$ cat config.mk
export PLATFORM = sky130hd
export DESIGN_NAME = query_delay_line
export DESIGN_NICKNAME = d
export VERILOG_FILES = /design/src/logic/seed_queue_pkg.sv /design/src/logic/query_delay_line.sv
export SDC_FILE = /design/constraint.sdc
export NUM_CORES = 1
export LEC_CHECK = 0
export ABC_CLOCK_PERIOD_IN_PS = 20800
export BUFFER_PORTS_ARGS = -buffer_cell sky130_fd_sc_hd__buf_4
export CORE_UTILIZATION = 52
export CTS_CLUSTER_DIAMETER = 60
export CTS_CLUSTER_SIZE = 12
export DETAILED_ROUTE_END_ITERATION = 16
export GPL_TIMING_DRIVEN = 0
export PLACE_DENSITY = 0.86
export SYNTH_ARGS = -nofsm -noshare
export SYNTH_HDL_FRONTEND = slang
export SYNTH_SLANG_ARGS = --single-unit
$ cat constraint.sdc
create_clock -name Clk_32UI -period 20.8 [get_ports Clk_32UI]
set_input_delay 2.08 -clock Clk_32UI [delete_from_list [all_inputs] [get_ports Clk_32UI]]
set_output_delay 2.08 -clock Clk_32UI [all_outputs]
set_load 0.02 [all_outputs]
$ cat src/logic/seed_queue_pkg.sv
package seed_queue_pkg;

	// ==============================
	// sizes
	// ==============================
	localparam int READ_NUM_W  = 8;   // read number bits
	localparam int MAX_READS   = 256; // reads in flight
	localparam int IV_KEEP_W   = 33;  // kept bits of a bi-interval word
	localparam int INFO_KEEP_W = 14;  // info bits 38:32 and 6:0

	// context states, anything else is illegal
	typedef enum logic [5:0] {
		F_INIT  = 6'h00, // fresh read, no query yet
		F_RUN   = 6'h01, // extension running
		F_BREAK = 6'h02, // leaves without a response
		BUBBLE  = 6'h30  // empty slot
	} ctx_status_t;

	typedef logic [6:0]   pos_t;      // position, index or pointer
	typedef logic [7:0]   base_t;     // nucleobase code from read RAM
	typedef logic [63:0]  iv_word_t;  // bi-interval word as on ports
	typedef logic [63:0]  iv_info_t;  // interval info as on ports
	typedef logic [767:0] occ_resp_t; // occ counts from DRAM

	// ==============================
	// ring entry layout, msb first
	// ptr_curr, read_num, x0, x1, x2, info hi, info lo,
	// forward_i, min_intv, backward_x, base, status
	// ==============================
	localparam int CTX_PAYLOAD_W = 4 * $bits(pos_t) + READ_NUM_W
		+ 3 * IV_KEEP_W + INFO_KEEP_W;
	localparam int CTX_ENTRY_W = CTX_PAYLOAD_W + $bits(base_t)
		+ $bits(ctx_status_t);

	typedef logic [CTX_PAYLOAD_W-1:0] ctx_payload_t; // entry minus base and status
	typedef logic [CTX_ENTRY_W-1:0]   ctx_entry_t;

endpackage

$ cat src/logic/query_delay_line.sv
`timescale 1ns/100ps

module query_delay_line import seed_queue_pkg::*; #(
	parameter int READ_NUM_W = seed_queue_pkg::READ_NUM_W
) (
	input  logic                  Clk_32UI,
	input  logic                  reset_n,
	input  logic                  stall,
	// incoming forward context
	input  ctx_status_t           status,
	input  pos_t                  ptr_curr,
	input  logic [READ_NUM_W-1:0] read_num,
	input  iv_word_t              ik_x0,
	input  iv_word_t              ik_x1,
	input  iv_word_t              ik_x2,
	input  iv_info_t              ik_info,
	input  pos_t                  forward_i,
	input  pos_t                  min_intv,
	input  pos_t                  backward_x,
	input  pos_t                  next_query_position,
	// read RAM
	output pos_t                  query_position,
	output logic [READ_NUM_W-1:0] query_read_num,
	output logic [5:0]            query_status,
	input  base_t                 query_base,
	// to ring
	output ctx_entry_t            wr_entry,
	output logic                  wr_valid
);

	localparam int STAGES = 3; // read RAM latency

	logic         send_query;
	ctx_payload_t payload_in;
	ctx_status_t  status_l  [STAGES];
	ctx_payload_t payload_l [STAGES];

	// ==============================
	// query request to read RAM
	// ==============================
	assign send_query = (status != BUBBLE) && (status != F_BREAK); // break needs no base

	assign query_position = send_query ? next_query_position : '1;
	assign query_read_num = send_query ? read_num : '1;
	assign query_status   = send_query ? status : '1;

	// truncate once, stages carry only kept bits
	assign payload_in = {ptr_curr, read_num,
		ik_x0[IV_KEEP_W-1:0], ik_x1[IV_KEEP_W-1:0], ik_x2[IV_KEEP_W-1:0],
		ik_info[38:32], ik_info[6:0],
		forward_i, min_intv, backward_x};

	// ==============================
	// wait for the base
	// ==============================
	always_ff @(posedge Clk_32UI) begin
		if (!reset_n) begin
			for (int i = 0; i < STAGES; i++)
				status_l[i] <= BUBBLE;
			wr_valid <= 1'b0;
		end else if (!stall) begin
			status_l[0] <= status;
			for (int i = 1; i < STAGES; i++)
				status_l[i] <= status_l[i-1];
			wr_valid <= (status_l[STAGES-1] != BUBBLE); // bubbles ride along, no write
		end
	end

	always_ff @(posedge Clk_32UI) begin
		if (!stall) begin
			payload_l[0] <= payload_in;
			for (int i = 1; i < STAGES; i++)
				payload_l[i] <= payload_l[i-1];
			// base arrives with the last stage
			wr_entry <= {payload_l[STAGES-1], query_base, status_l[STAGES-1]};
		end
	end

endmodule

==> summary.txt, run 1 <==
Outcome
  • Outcome: completed

Critical path
  • CP bufs+invs: 3
  • Cells along the critical path: buf_4 -> and3b_1 -> o21ai_2 -> buf_6 -> nand2b_1 -> buf_4
  • CP Depth: 6
  • R2R depth: 2
  • Crit Path Max Fanout: 10
  • CP required: about 19 ns
  • CP top delay family: buffers and inverters
  • Critical Path AT: between 3 and 4 ns
  • CP peak stage delay: about 0.25 ns
  • CP Capture Type: output pin
  • Slowest CP cell: o21ai_2
  • Critical path's most frequent cell: buf_4
  • Critical path class: in -> out
  • Type of origin of the critical path: primary input

Power
  • Power Dens Cells: approximately 110 mW/mm^2
  • Comb pwr share: 0.045
  • Seq pwr share: 0.587
  • Internal: ~2.1 mW
  • VDD IR max: about 80 uV
  • Sw Ratio: 0.191
  • Switch Pwr: just under 0.5 mW
  • Leakage: 8.90 nW
  • Clk network pwr share: 0.368

Min path
  • Min-Delay Path Class: reg -> reg
  • Hold depth: 0

Timing
  • RSZ-0062 raised after global routing: no
  • Max_slew headroom: 0.496
  • Part of the cycle the worst path needs: 0.248
  • Setup TNS: 0 ns
  • Max-slew violations: 0
  • Slew @ Worst Pin: around 0.76 ns
  • Final hold violation count: 0
  • Crit path time final: slightly above 5 ns
  • Fmax: slightly below 200 MHz
  • Worst Skew: around 0.013 ns
  • Final setup viols: 0

Synth
  • Post-synth ARST share: 0
  • Number of library cell types mapped by synthesis: 18
  • Syn avg cell area: around 28 sq um
  • Seq/Total Area, Yosys: 0.982
  • Top-count cell post-synth: edfxtp_1
  • Ys Warns: 0
  • Synth top area cells: edfxtp_1, nand2b_1, and2_1
  • Post-synth EDFFs: 628
  • Ys flop type: edfxtp_1
  • Share of the synthesized area in the top cell type: 0.981
  • Post-synth top cells: edfxtp_1, nand2b_1, and2_1
  • Synthesized cell area: slightly below 0.02 sq mm
  • Post-synth top area cell: edfxtp_1
  • Synth Register Bits: roughly 630
  • Syn nets: between 900 and 1000
  • Mapped Cells: 681

Clock tree
  • H-tree levels: 2
  • Reg clk slew, reported paths: ~0.06 ns
  • PostCTS Resize Cnt: 0
  • CTS sink count: roughly 630
  • Clock latency on the worst-skew pair: between 0.5 and 0.6 ns
  • # Post-CTS Setup Buffers: 0
  • Clk root buf: clkbuf_16
  • Number of buffers created by CTS: 59
  • Cts hold-fix bufs: 0
  • CTS tree: done
  • CTS max path bufs: 3

Final layout
  • # nets final: roughly 1400
  • Syn-to-layout area delta: 26.3%
  • Fraction of layout cells with a size suffix above 1: 0.389
  • Fin area: 0.0243 sq mm

Die
  • Die span in x: 194 um
  • Ports: between 500 and 600
  • Row cnt: 70
  • Initial Utilization: 0.527
  • Die H: a little under 200 um
  • Die area: ~0.038 sq mm
  • Area of the core: 0.0365 sq mm

Route
  • DR vias: just under 8000
  • DR WL/cell: roughly 19 um
  • Post-DR vias/cell: 4.83
  • Final wirelength: 30200 um
  • Post-DRT Antenna Nets: 0
  • DR iter-0 viols: 369
  • DR pass1 iterations: 5
  • # DRC: 0

Placed design
  • Gpl congestion: between 0.7 and 0.8
  • Area of placed instances: roughly 0.023 sq mm
  • Dpl hpwl: 19600 um
  • # port buffers: approximately 360

GRT
  • Pin count of the biggest net entering global routing: roughly 150
  • Initial antenna violation count: 1
  • Global-route wire length before repair: ~44000 um
  • Gr ovfl total: 0
  • Total GRT Usage: 0.160
  • Vias in the first global route: 7623

Run
  • Max-cap check violation count: 0
-- area by class of cell --
class / instances / area [sq um]
tap: 468 / 586
antenna: 1 / 2.50
sequential: 629 / 18900
buffer: 3 / 26.3
timing repair buffer: 361 / 2790
clock inverter: 5 / 92.6
multi-input combinational: 48 / 323
clock buffer: 74 / 1580
fill: 2257 / 12200
inverter: 1 / 11.3
-- registers in the layout, summed over array words and instances, names as in the netlist --
signal,count
wr_valid,1
status_l,18
payload_l,447
wr_entry,163
-- power by group through the flow --
stage	sequential [mW]	combinational, mW	clock, mW
2_1_floorplan	1.59	0.0238	0
3_3_place_gp	1.58	0.113	0
3_5_place_dp	1.55	0.118	0
4_1_cts	1.52	0.118	0.980
5_1_grt	1.53	0.123	1.03
6_report	1.52	0.117	0.952
-- through the flow --
step	util	worst slack [ns]	instances	hold WS [ns]	total power [mW]
3_5_place_dp	0.619	15.65	1510	0.405	1.66
5_1_grt	0.665	15.58	1590	0.414	2.68
3_3_place_gp	0.616	1.22	1506	0.400	1.69
6_report	0.665	15.65	1590	0.408	2.59
2_1_floorplan	-	5.14	681	0.400	1.61
4_1_cts	0.665	15.64	1589	0.408	2.62
-- worst register-to-register path, delay by kind of cell (launching register included) --
kind | cells | cell delay [ns]
AO/OA/AOI/OAI | 1 | 0.14
flip-flops | 1 | 0.40
AND/OR/NAND/NOR | 1 | 0.29
-- cell families after synthesis --
family                 Yosys count  synth area share
AO/OA/AOI/OAI                    3           0.00117
buffers and inverters            4           0.00156
AND/OR/NAND/NOR                 45            0.0156
flip-flops                     629             0.982
-- per-layer routing --
layer,track usage,routed length [um]
met5,0,0
met2,0.248,14400
met1,0.201,12200
met4,0.0820,1140
met3,0.0543,2510
-- path summary, 6_finish.rpt --
check	end	startpoint	slack (ns)
max	query_position[6]	status[4]	15.65
min	payload_l[2][53]$_DFFE_PN_	payload_l[1][53]$_DFFE_PN_	0.41
max reg2reg	wr_valid$_SDFFE_PN0N_	status_l[0][13]$_SDFFCE_PN0P_	19.81
min reg2reg	payload_l[2][53]$_DFFE_PN_	payload_l[1][53]$_DFFE_PN_	0.41
-- cell usage in the layout, fill, tap and decap left out --
master     Yosys  final
buf_6          2      2
diode_2        0      1
nand2b_1      23     23
dfxtp_1        1      1
nor3_1         1      1
and3b_1        1      1
and2_2         1      1
inv_16         0      1
clkbuf_1       1     14
nand2_1        1      1
inv_6          0      1
nand2b_2       4      4
buf_16         0      4
o21ai_2        1      1
nor3b_1        1      1
o21ai_0        1      1
edfxtp_1     628    628
nor2b_4        1      1
a41oi_1        1      1
clkinv_1       0      1
nor4_1         1      1
buf_4          0    357
and2_1        11     11
clkbuf_16      0     61
inv_8          0      1
bufinv_16      0      2
No activity file was read; power rests on OpenSTA's default activity.
==> run 2, diff against run 1 <==
--- a/config.mk
+++ b/config.mk
@@ -5,14 +5,14 @@
 export SDC_FILE = /design/constraint.sdc
 export NUM_CORES = 1
 export LEC_CHECK = 0
-export ABC_CLOCK_PERIOD_IN_PS = 20800
+export ABC_CLOCK_PERIOD_IN_PS = 4400
 export BUFFER_PORTS_ARGS = -buffer_cell sky130_fd_sc_hd__buf_4
-export CORE_UTILIZATION = 52
+export CORE_UTILIZATION = 47
 export CTS_CLUSTER_DIAMETER = 60
 export CTS_CLUSTER_SIZE = 12
 export DETAILED_ROUTE_END_ITERATION = 16
 export GPL_TIMING_DRIVEN = 0
-export PLACE_DENSITY = 0.86
+export PLACE_DENSITY = 0.82
 export SYNTH_ARGS = -nofsm -noshare
 export SYNTH_HDL_FRONTEND = slang
 export SYNTH_SLANG_ARGS = --single-unit
==> constraint.sdc (replaced) <==
create_clock -name Clk_32UI -period 4.4 [get_ports Clk_32UI]
set_input_delay 0.44 -clock Clk_32UI [delete_from_list [all_inputs] [get_ports Clk_32UI]]
set_output_delay 0.44 -clock Clk_32UI [all_outputs]
set_load 0.02 [all_outputs]
==> run 2 against run 1 <==
Worst hold slack lost 0.37 ns. Flip-flop and latch count is the same. Via count grew 9.1%. Critical path depth grew 1. Sequential power grew to 4.7 times the previous value. Cell count grew 13%. Sequential share of layout area shrank 4.8 points. Non-clock buffer count grew 147. Register-to-register slack lost 16 ns.
==> summary.txt, run 2 (synthesized netlist as in run 1, its figures left out) <==
Outcome
  • Outcome: completed

Final layout
  • # nets final: about 1600
  • Finished Core Util: 0.647
  • Biggest regs: payload_l x447, wr_entry x163, status_l x18
  • Most frequent cells in the layout: edfxtp_1, buf_4, dlygate4sd3_1
  • Most common cell after layout, fill and taps aside: edfxtp_1
  • Syn-to-layout area delta: 34.5%
  • Register with the most flip-flops: payload_l
  • Fraction of layout cells with a size suffix above 1: 0.353
  • Fill cells: 2565
  • Largest register FFs: between 400 and 500

Power
  • Sw Ratio: 0.198
  • Internal: about 9.9 mW
  • Comb pwr share: 0.056
  • Clk network pwr share: 0.361
  • Switch Pwr: 2.44 mW
  • VDD IR max: between 300 and 400 uV
  • Total Power: 12.3 mW
  • Seq pwr share: 0.583
  • Power Dens Cells: approximately 480 mW/mm^2
  • Leakage: ~9.5 nW

Critical path
  • CP top delay family: buffers and inverters
  • Cells along the critical path: buf_4 -> clkinvlp_4 -> buf_12 -> buf_12 -> buf_12 -> buf_12 -> buf_12
  • CP bufs+invs: 7
  • Critical path's most frequent cell: buf_12
  • CP required: between 4 and 5 ns
  • Crit Path Max Fanout: 44
  • CP peak stage delay: about 0.28 ns
  • Critical path class: in -> reg
  • Slowest CP cell: buf_12
  • Critical Path AT: between 2 and 2.5 ns
  • CP Capture Type: register
  • Type of origin of the critical path: primary input

Timing
  • Worst Skew: slightly above 0.01 ns
  • Setup ws final: approximately 2.5 ns
  • Max-slew violations: 0
  • Crit path time final: between 1.5 and 2 ns
  • Max_slew headroom: 0.540
  • Final hold violation count: 0
  • Fmax: around 520 MHz
  • Final hold slack: around 0.043 ns
  • Slew @ Worst Pin: between 0.6 and 0.7 ns
  • Final setup viols: 0
  • Part of the cycle the worst path needs: 0.433
  • RSZ-0062 raised after global routing: no

Clock tree
  • CTS max path bufs: 3
  • Number of buffers created by CTS: 60
  • # Post-CTS Setup Buffers: 0
  • CTS tree: done
  • H-tree levels: 2
  • Clk root buf: clkbuf_16
  • PostCTS Resize Cnt: 0
  • CTS sink count: 629
  • Cts hold-fix bufs: approximately 130
  • Reg clk slew, reported paths: about 0.060 ns
  • Clock latency on the worst-skew pair: 0.59 ns

Die
  • Initial Utilization: 0.481
  • Ports: ~500
  • Area of the core: 0.0400 sq mm
  • Die span in x: ~200 um
  • Die area: around 0.042 sq mm
  • Row cnt: 73
  • Die H: slightly above 200 um

GRT
  • Total GRT Usage: 0.162
  • Initial antenna violation count: 2
  • Global-route wire length before repair: a little under 50000 um
  • Vias in the first global route: ~8600
  • Pin count of the biggest net entering global routing: just over 50
  • Gr ovfl total: 0

Run
  • Max-cap check violation count: 0

Placed design
  • # port buffers: 357
  • Dpl hpwl: roughly 21000 um
  • Gpl congestion: 0.761
  • Place WS: between 1.5 and 2 ns

Route
  • DR WL/cell: about 19 um
  • Final wirelength: approximately 34000 um
  • DR vias: 8386
  • DR pass1 iterations: 4
  • # DRC: 0
  • Post-DR vias/cell: around 4.7
  • Post-DRT Antenna Nets: 0
  • DR iter-0 viols: between 400 and 500

Min path
  • Min-Delay Path Class: in -> reg
-- run 2: final cells by class --
class	count	area, sq um	area share
flip-flops and latches	629	18900	0.730
well taps	525	657	0.0254
clock inverters	6	42.5	0.00164
multi-input cells	48	323	0.0125
plain buffers	3	26.3	0.00102
clock buffers	74	1580	0.0609
diodes	2	5.00	0.000193
inverters	1	7.51	0.000290
repair buffers	508	4360	0.168
-- run 2: power groups by stage --
stage	registers [mW]	clock network, mW	logic [mW]
final	7.18	4.44	0.689
after CTS	7.18	4.54	0.691
after detailed placement	7.30	0	0.588
after global routing	7.21	4.78	0.727
after global placement	7.40	0	0.537
after floorplan	7.46	0	0.113
-- run 2: worst paths after layout --
path / start / to / slack, ns / depth (start not counted)
max reg2reg: status_l[0][13]$_SDFFCE_PN0P_ / wr_valid$_SDFFE_PN0N_ / 3.42 / 2
min: ik_info[38] / payload_l[0][34]$_DFFE_PN_ / 0.04 / 1
min reg2reg: payload_l[2][89]$_DFFE_PN_ / wr_entry[103]$_DFFE_PN_ / 0.41 / 0
max: stall / wr_entry[48]$_DFFE_PN_ / 2.49 / 7
-- run 2: per-stage QoR --
stage / instances / cell area, sq um / TNS (ns)
after floorplan: 681 / 19200 / -3359.80
after global placement: 1563 / 22600 / -5312.14
after detailed placement: 1579 / 22900 / 0
after CTS: 1791 / 25800 / 0
after global routing: 1796 / 25900 / 0
final: 1796 / 25900 / 0
-- run 2: routing by layer --
layer / track usage / vias up / share of wire / routed length, um
met3: 0.0418 / 56 / 0.069 / 2390
li1: - / 3870 / - / -
met1: 0.205 / 4160 / 0.40 / 13800
met5: 0 / - / 0 / 0
met4: 0.0546 / 0 / 0.023 / 782
met2: 0.273 / 300 / 0.51 / 17500
==> run 3, diff against run 2 <==
--- a/config.mk
+++ b/config.mk
@@ -5,14 +5,15 @@
 export SDC_FILE = /design/constraint.sdc
 export NUM_CORES = 1
 export LEC_CHECK = 0
-export ABC_CLOCK_PERIOD_IN_PS = 4400
+export ABC_AREA = 1
+export ABC_CLOCK_PERIOD_IN_PS = 1900
 export BUFFER_PORTS_ARGS = -buffer_cell sky130_fd_sc_hd__buf_4
-export CORE_UTILIZATION = 47
+export CORE_UTILIZATION = 52
 export CTS_CLUSTER_DIAMETER = 60
 export CTS_CLUSTER_SIZE = 12
 export DETAILED_ROUTE_END_ITERATION = 16
 export GPL_TIMING_DRIVEN = 0
-export PLACE_DENSITY = 0.82
+export PLACE_DENSITY = 0.86
 export SYNTH_ARGS = -nofsm -noshare
 export SYNTH_HDL_FRONTEND = slang
 export SYNTH_SLANG_ARGS = --single-unit
==> constraint.sdc (replaced) <==
create_clock -name Clk_32UI -period 1.9 [get_ports Clk_32UI]
set_input_delay 0.19 -clock Clk_32UI [delete_from_list [all_inputs] [get_ports Clk_32UI]]
set_output_delay 0.19 -clock Clk_32UI [all_outputs]
set_load 0.02 [all_outputs]
==> run 3 against run 2 <==
Largest cell class unchanged. Critical path depth is 1 higher. Area after synthesis is 1.0% higher. Sequential share of layout area is 0.44 points lower. Combinational power is 140% higher.
==> summary.txt, run 3 <==
Outcome
  • Outcome: completed

Die
  • Die area: roughly 0.038 sq mm
  • Initial Utilization: 0.529
  • Die H: 195 um
  • Die span in x: ~200 um
  • Row cnt: 70
  • Area of the core: 0.0367 sq mm
  • Ports: ~500

Critical path
  • Crit Path Max Fanout: 10
  • Critical path class: in -> out
  • R2R depth: 3
  • Type of origin of the critical path: primary input
  • Cells along the critical path: dlygate4sd3_1 -> buf_4 -> inv_1 -> nor2_2 -> nand3_2 -> buf_6 -> nand3_2 -> buf_4
  • CP Capture Type: output pin
  • Reg2Reg Capture Point: wr_valid$_SDFFE_PN0N_
  • CP peak stage delay: 0.54 ns
  • RR Startpoint: wr_valid$_SDFFE_PN0N_
  • CP required: approximately 1.7 ns
  • Slowest CP cell: dlygate4sd3_1
  • Critical Path AT: roughly 1.6 ns
  • R2r setup slk: 0.80 ns

Final layout
  • Finished Core Util: 0.709
  • Register with the most flip-flops: payload_l
  • Most common cell after layout, fill and taps aside: edfxtp_1
  • # diodes: 0
  • Fin area: approximately 0.026 sq mm
  • Largest register FFs: 447
  • Most frequent cells in the layout: edfxtp_1, buf_4, dlygate4sd3_1
  • Syn-to-layout area delta: 34.0%
  • # nets final: roughly 1600
  • Fill cells: around 2000
  • Finished Layout Cells: ~1800
  • Fraction of layout cells with a size suffix above 1: 0.344
  • Biggest regs: payload_l x447, wr_entry x163, status_l x18

Clock tree
  • # Post-CTS Setup Buffers: 0
  • Reg clk slew, reported paths: approximately 0.060 ns
  • Clock latency on the worst-skew pair: approximately 0.59 ns
  • Clk root buf: clkbuf_16
  • H-tree levels: 2
  • Number of buffers created by CTS: just under 60
  • CTS tree: done
  • CTS sink count: ~630
  • CTS max path bufs: 3

Synth
  • Mapped Cells: a little over 700
  • Post-synth top cells: edfxtp_1, inv_1, nand3_2
  • Synth Register Bits: around 630
  • Synth top area cells: edfxtp_1, nand3_2, inv_1
  • Top-count cell post-synth: edfxtp_1
  • Share of the synthesized area in the top cell type: 0.971
  • Synthesized cell area: between 0.015 and 0.02 sq mm
  • Syn nets: between 1000 and 1500
  • Syn avg cell area: 26.9 sq um
  • Number of library cell types mapped by synthesis: 14
  • Ys Warns: 0
  • Post-synth top area cell: edfxtp_1
  • Ys flop type: edfxtp_1
  • Post-synth ARST share: 0
  • Seq/Total Area, Yosys: 0.972
  • Post-synth EDFFs: 628

Min path
  • Hold depth: 2
  • Min-Delay Path Class: in -> reg
  • Hold path endpoint: payload_l[2][138]$_DFFE_PN_
  • Min-delay src: stall

GRT
  • Global-route wire length before repair: around 54000 um
  • Initial antenna violation count: 0
  • Pin count of the biggest net entering global routing: roughly 220
  • Vias in the first global route: 9130
  • Total GRT Usage: 0.192
  • Gr ovfl total: 0

Timing
  • Final setup viols: 0
  • Fmax: about 550 MHz
  • Max_slew headroom: 0.251
  • Part of the cycle the worst path needs: 0.952
  • Crit path time final: ~1.8 ns
  • Final hold violation count: 0
  • RSZ-0062 raised after global routing: no
  • Setup TNS: 0 ns
  • Setup ws final: just over 0.09 ns
  • Worst Skew: between 0.015 and 0.02 ns
  • Max-slew violations: 0
  • Final hold slack: between 0.2 and 0.3 ns
  • Slew @ Worst Pin: between 1 and 1.5 ns

Route
  • DR pass1 iterations: 5
  • DR WL/cell: roughly 20 um
  • Post-DR vias/cell: 4.88
  • Final wirelength: approximately 37000 um
  • # DRC: 0
  • DR iter-0 viols: approximately 600
  • DR vias: between 8000 and 9000
  • Post-DRT Antenna Nets: 0

Placed design
  • Area of placed instances: ~0.023 sq mm
  • Dpl hpwl: roughly 20000 um
  • Post-Place Cells: around 1500
  • Gpl congestion: between 0.7 and 0.8
  • # port buffers: around 360
  • Place WS: -0.331 ns

Power
  • Total Power: between 20 and 30 mW
  • Leakage: roughly 9.8 nW
  • VDD IR max: approximately 810 uV
  • Power Dens Cells: between 1000 and 1500 mW/mm^2

Run
  • Max-cap check violation count: 0
## run 3: layout make-up
class                   instances  area [sq um]  share of cell area
plain buffers                   5          52.6             0.00202
clock buffers                  71          1540              0.0593
multi-input cells              55           370              0.0142
inverters                      33           140             0.00538
well taps                     468           586              0.0225
repair buffers                524          4390               0.169
clock inverters                 5          73.8             0.00284
flip-flops and latches        629         18900               0.725
## run 3: where the power goes
part / total (mW) / switching (mW) / internal [mW] / leakage [nW]
sequential: 16.7 / 0.297 / 16.4 / 6.16
clock: 10.4 / 4.70 / 5.68 / 0.784
combinational: 1.62 / 0.865 / 0.758 / 2.83
total: 28.7 / 5.87 / 22.8 / 9.77
## run 3: timing repair
| action | CTS | global route |
|---|---|---|
| gates resized for setup | 0 | 0 |
| hold buffers | 165 | 0 |
| endpoints found under the hold margin | 164 | 0 |
## run 3: cells by family (layout without fill, tap and decap cells)
family | Yosys count | in the layout | synth area share
AND/OR/NAND/NOR | 55 | 55 | 0.0191
buffers and inverters | 38 | 638 | 0.00908
flip-flops | 629 | 629 | 0.972
## run 3: how the worst max path moves through the flow
stage                         start                            end  slack, ns  cells after the start
final                     status[1]                query_status[4]       0.09                      8
after global placement        stall  status_l[0][17]$_SDFFCE_PN1P_      -0.88                      4
after global routing      status[1]                query_status[4]       0.08                      8
after CTS                 status[1]              query_read_num[6]       0.16                      8
after floorplan               stall  status_l[0][10]$_SDFFCE_PN1P_      -0.32                      3
after detailed placement      stall        wr_entry[106]$_DFFE_PN_      -0.33                      3
## run 3: routing by layer
metal / track usage / routed length (um) / vias up
met4: 0.0720 / 981 / 0
met2: 0.344 / 19500 / 377
met3: 0.0592 / 3100 / 64
li1: - / - / 3974
met5: 0 / 0 / -
met1: 0.215 / 13200 / 4326
## run 3: critical path, delay by kind of cell
kind	cells	cell delay, ns
buffers and inverters	5	1.16
AND/OR/NAND/NOR	3	0.25
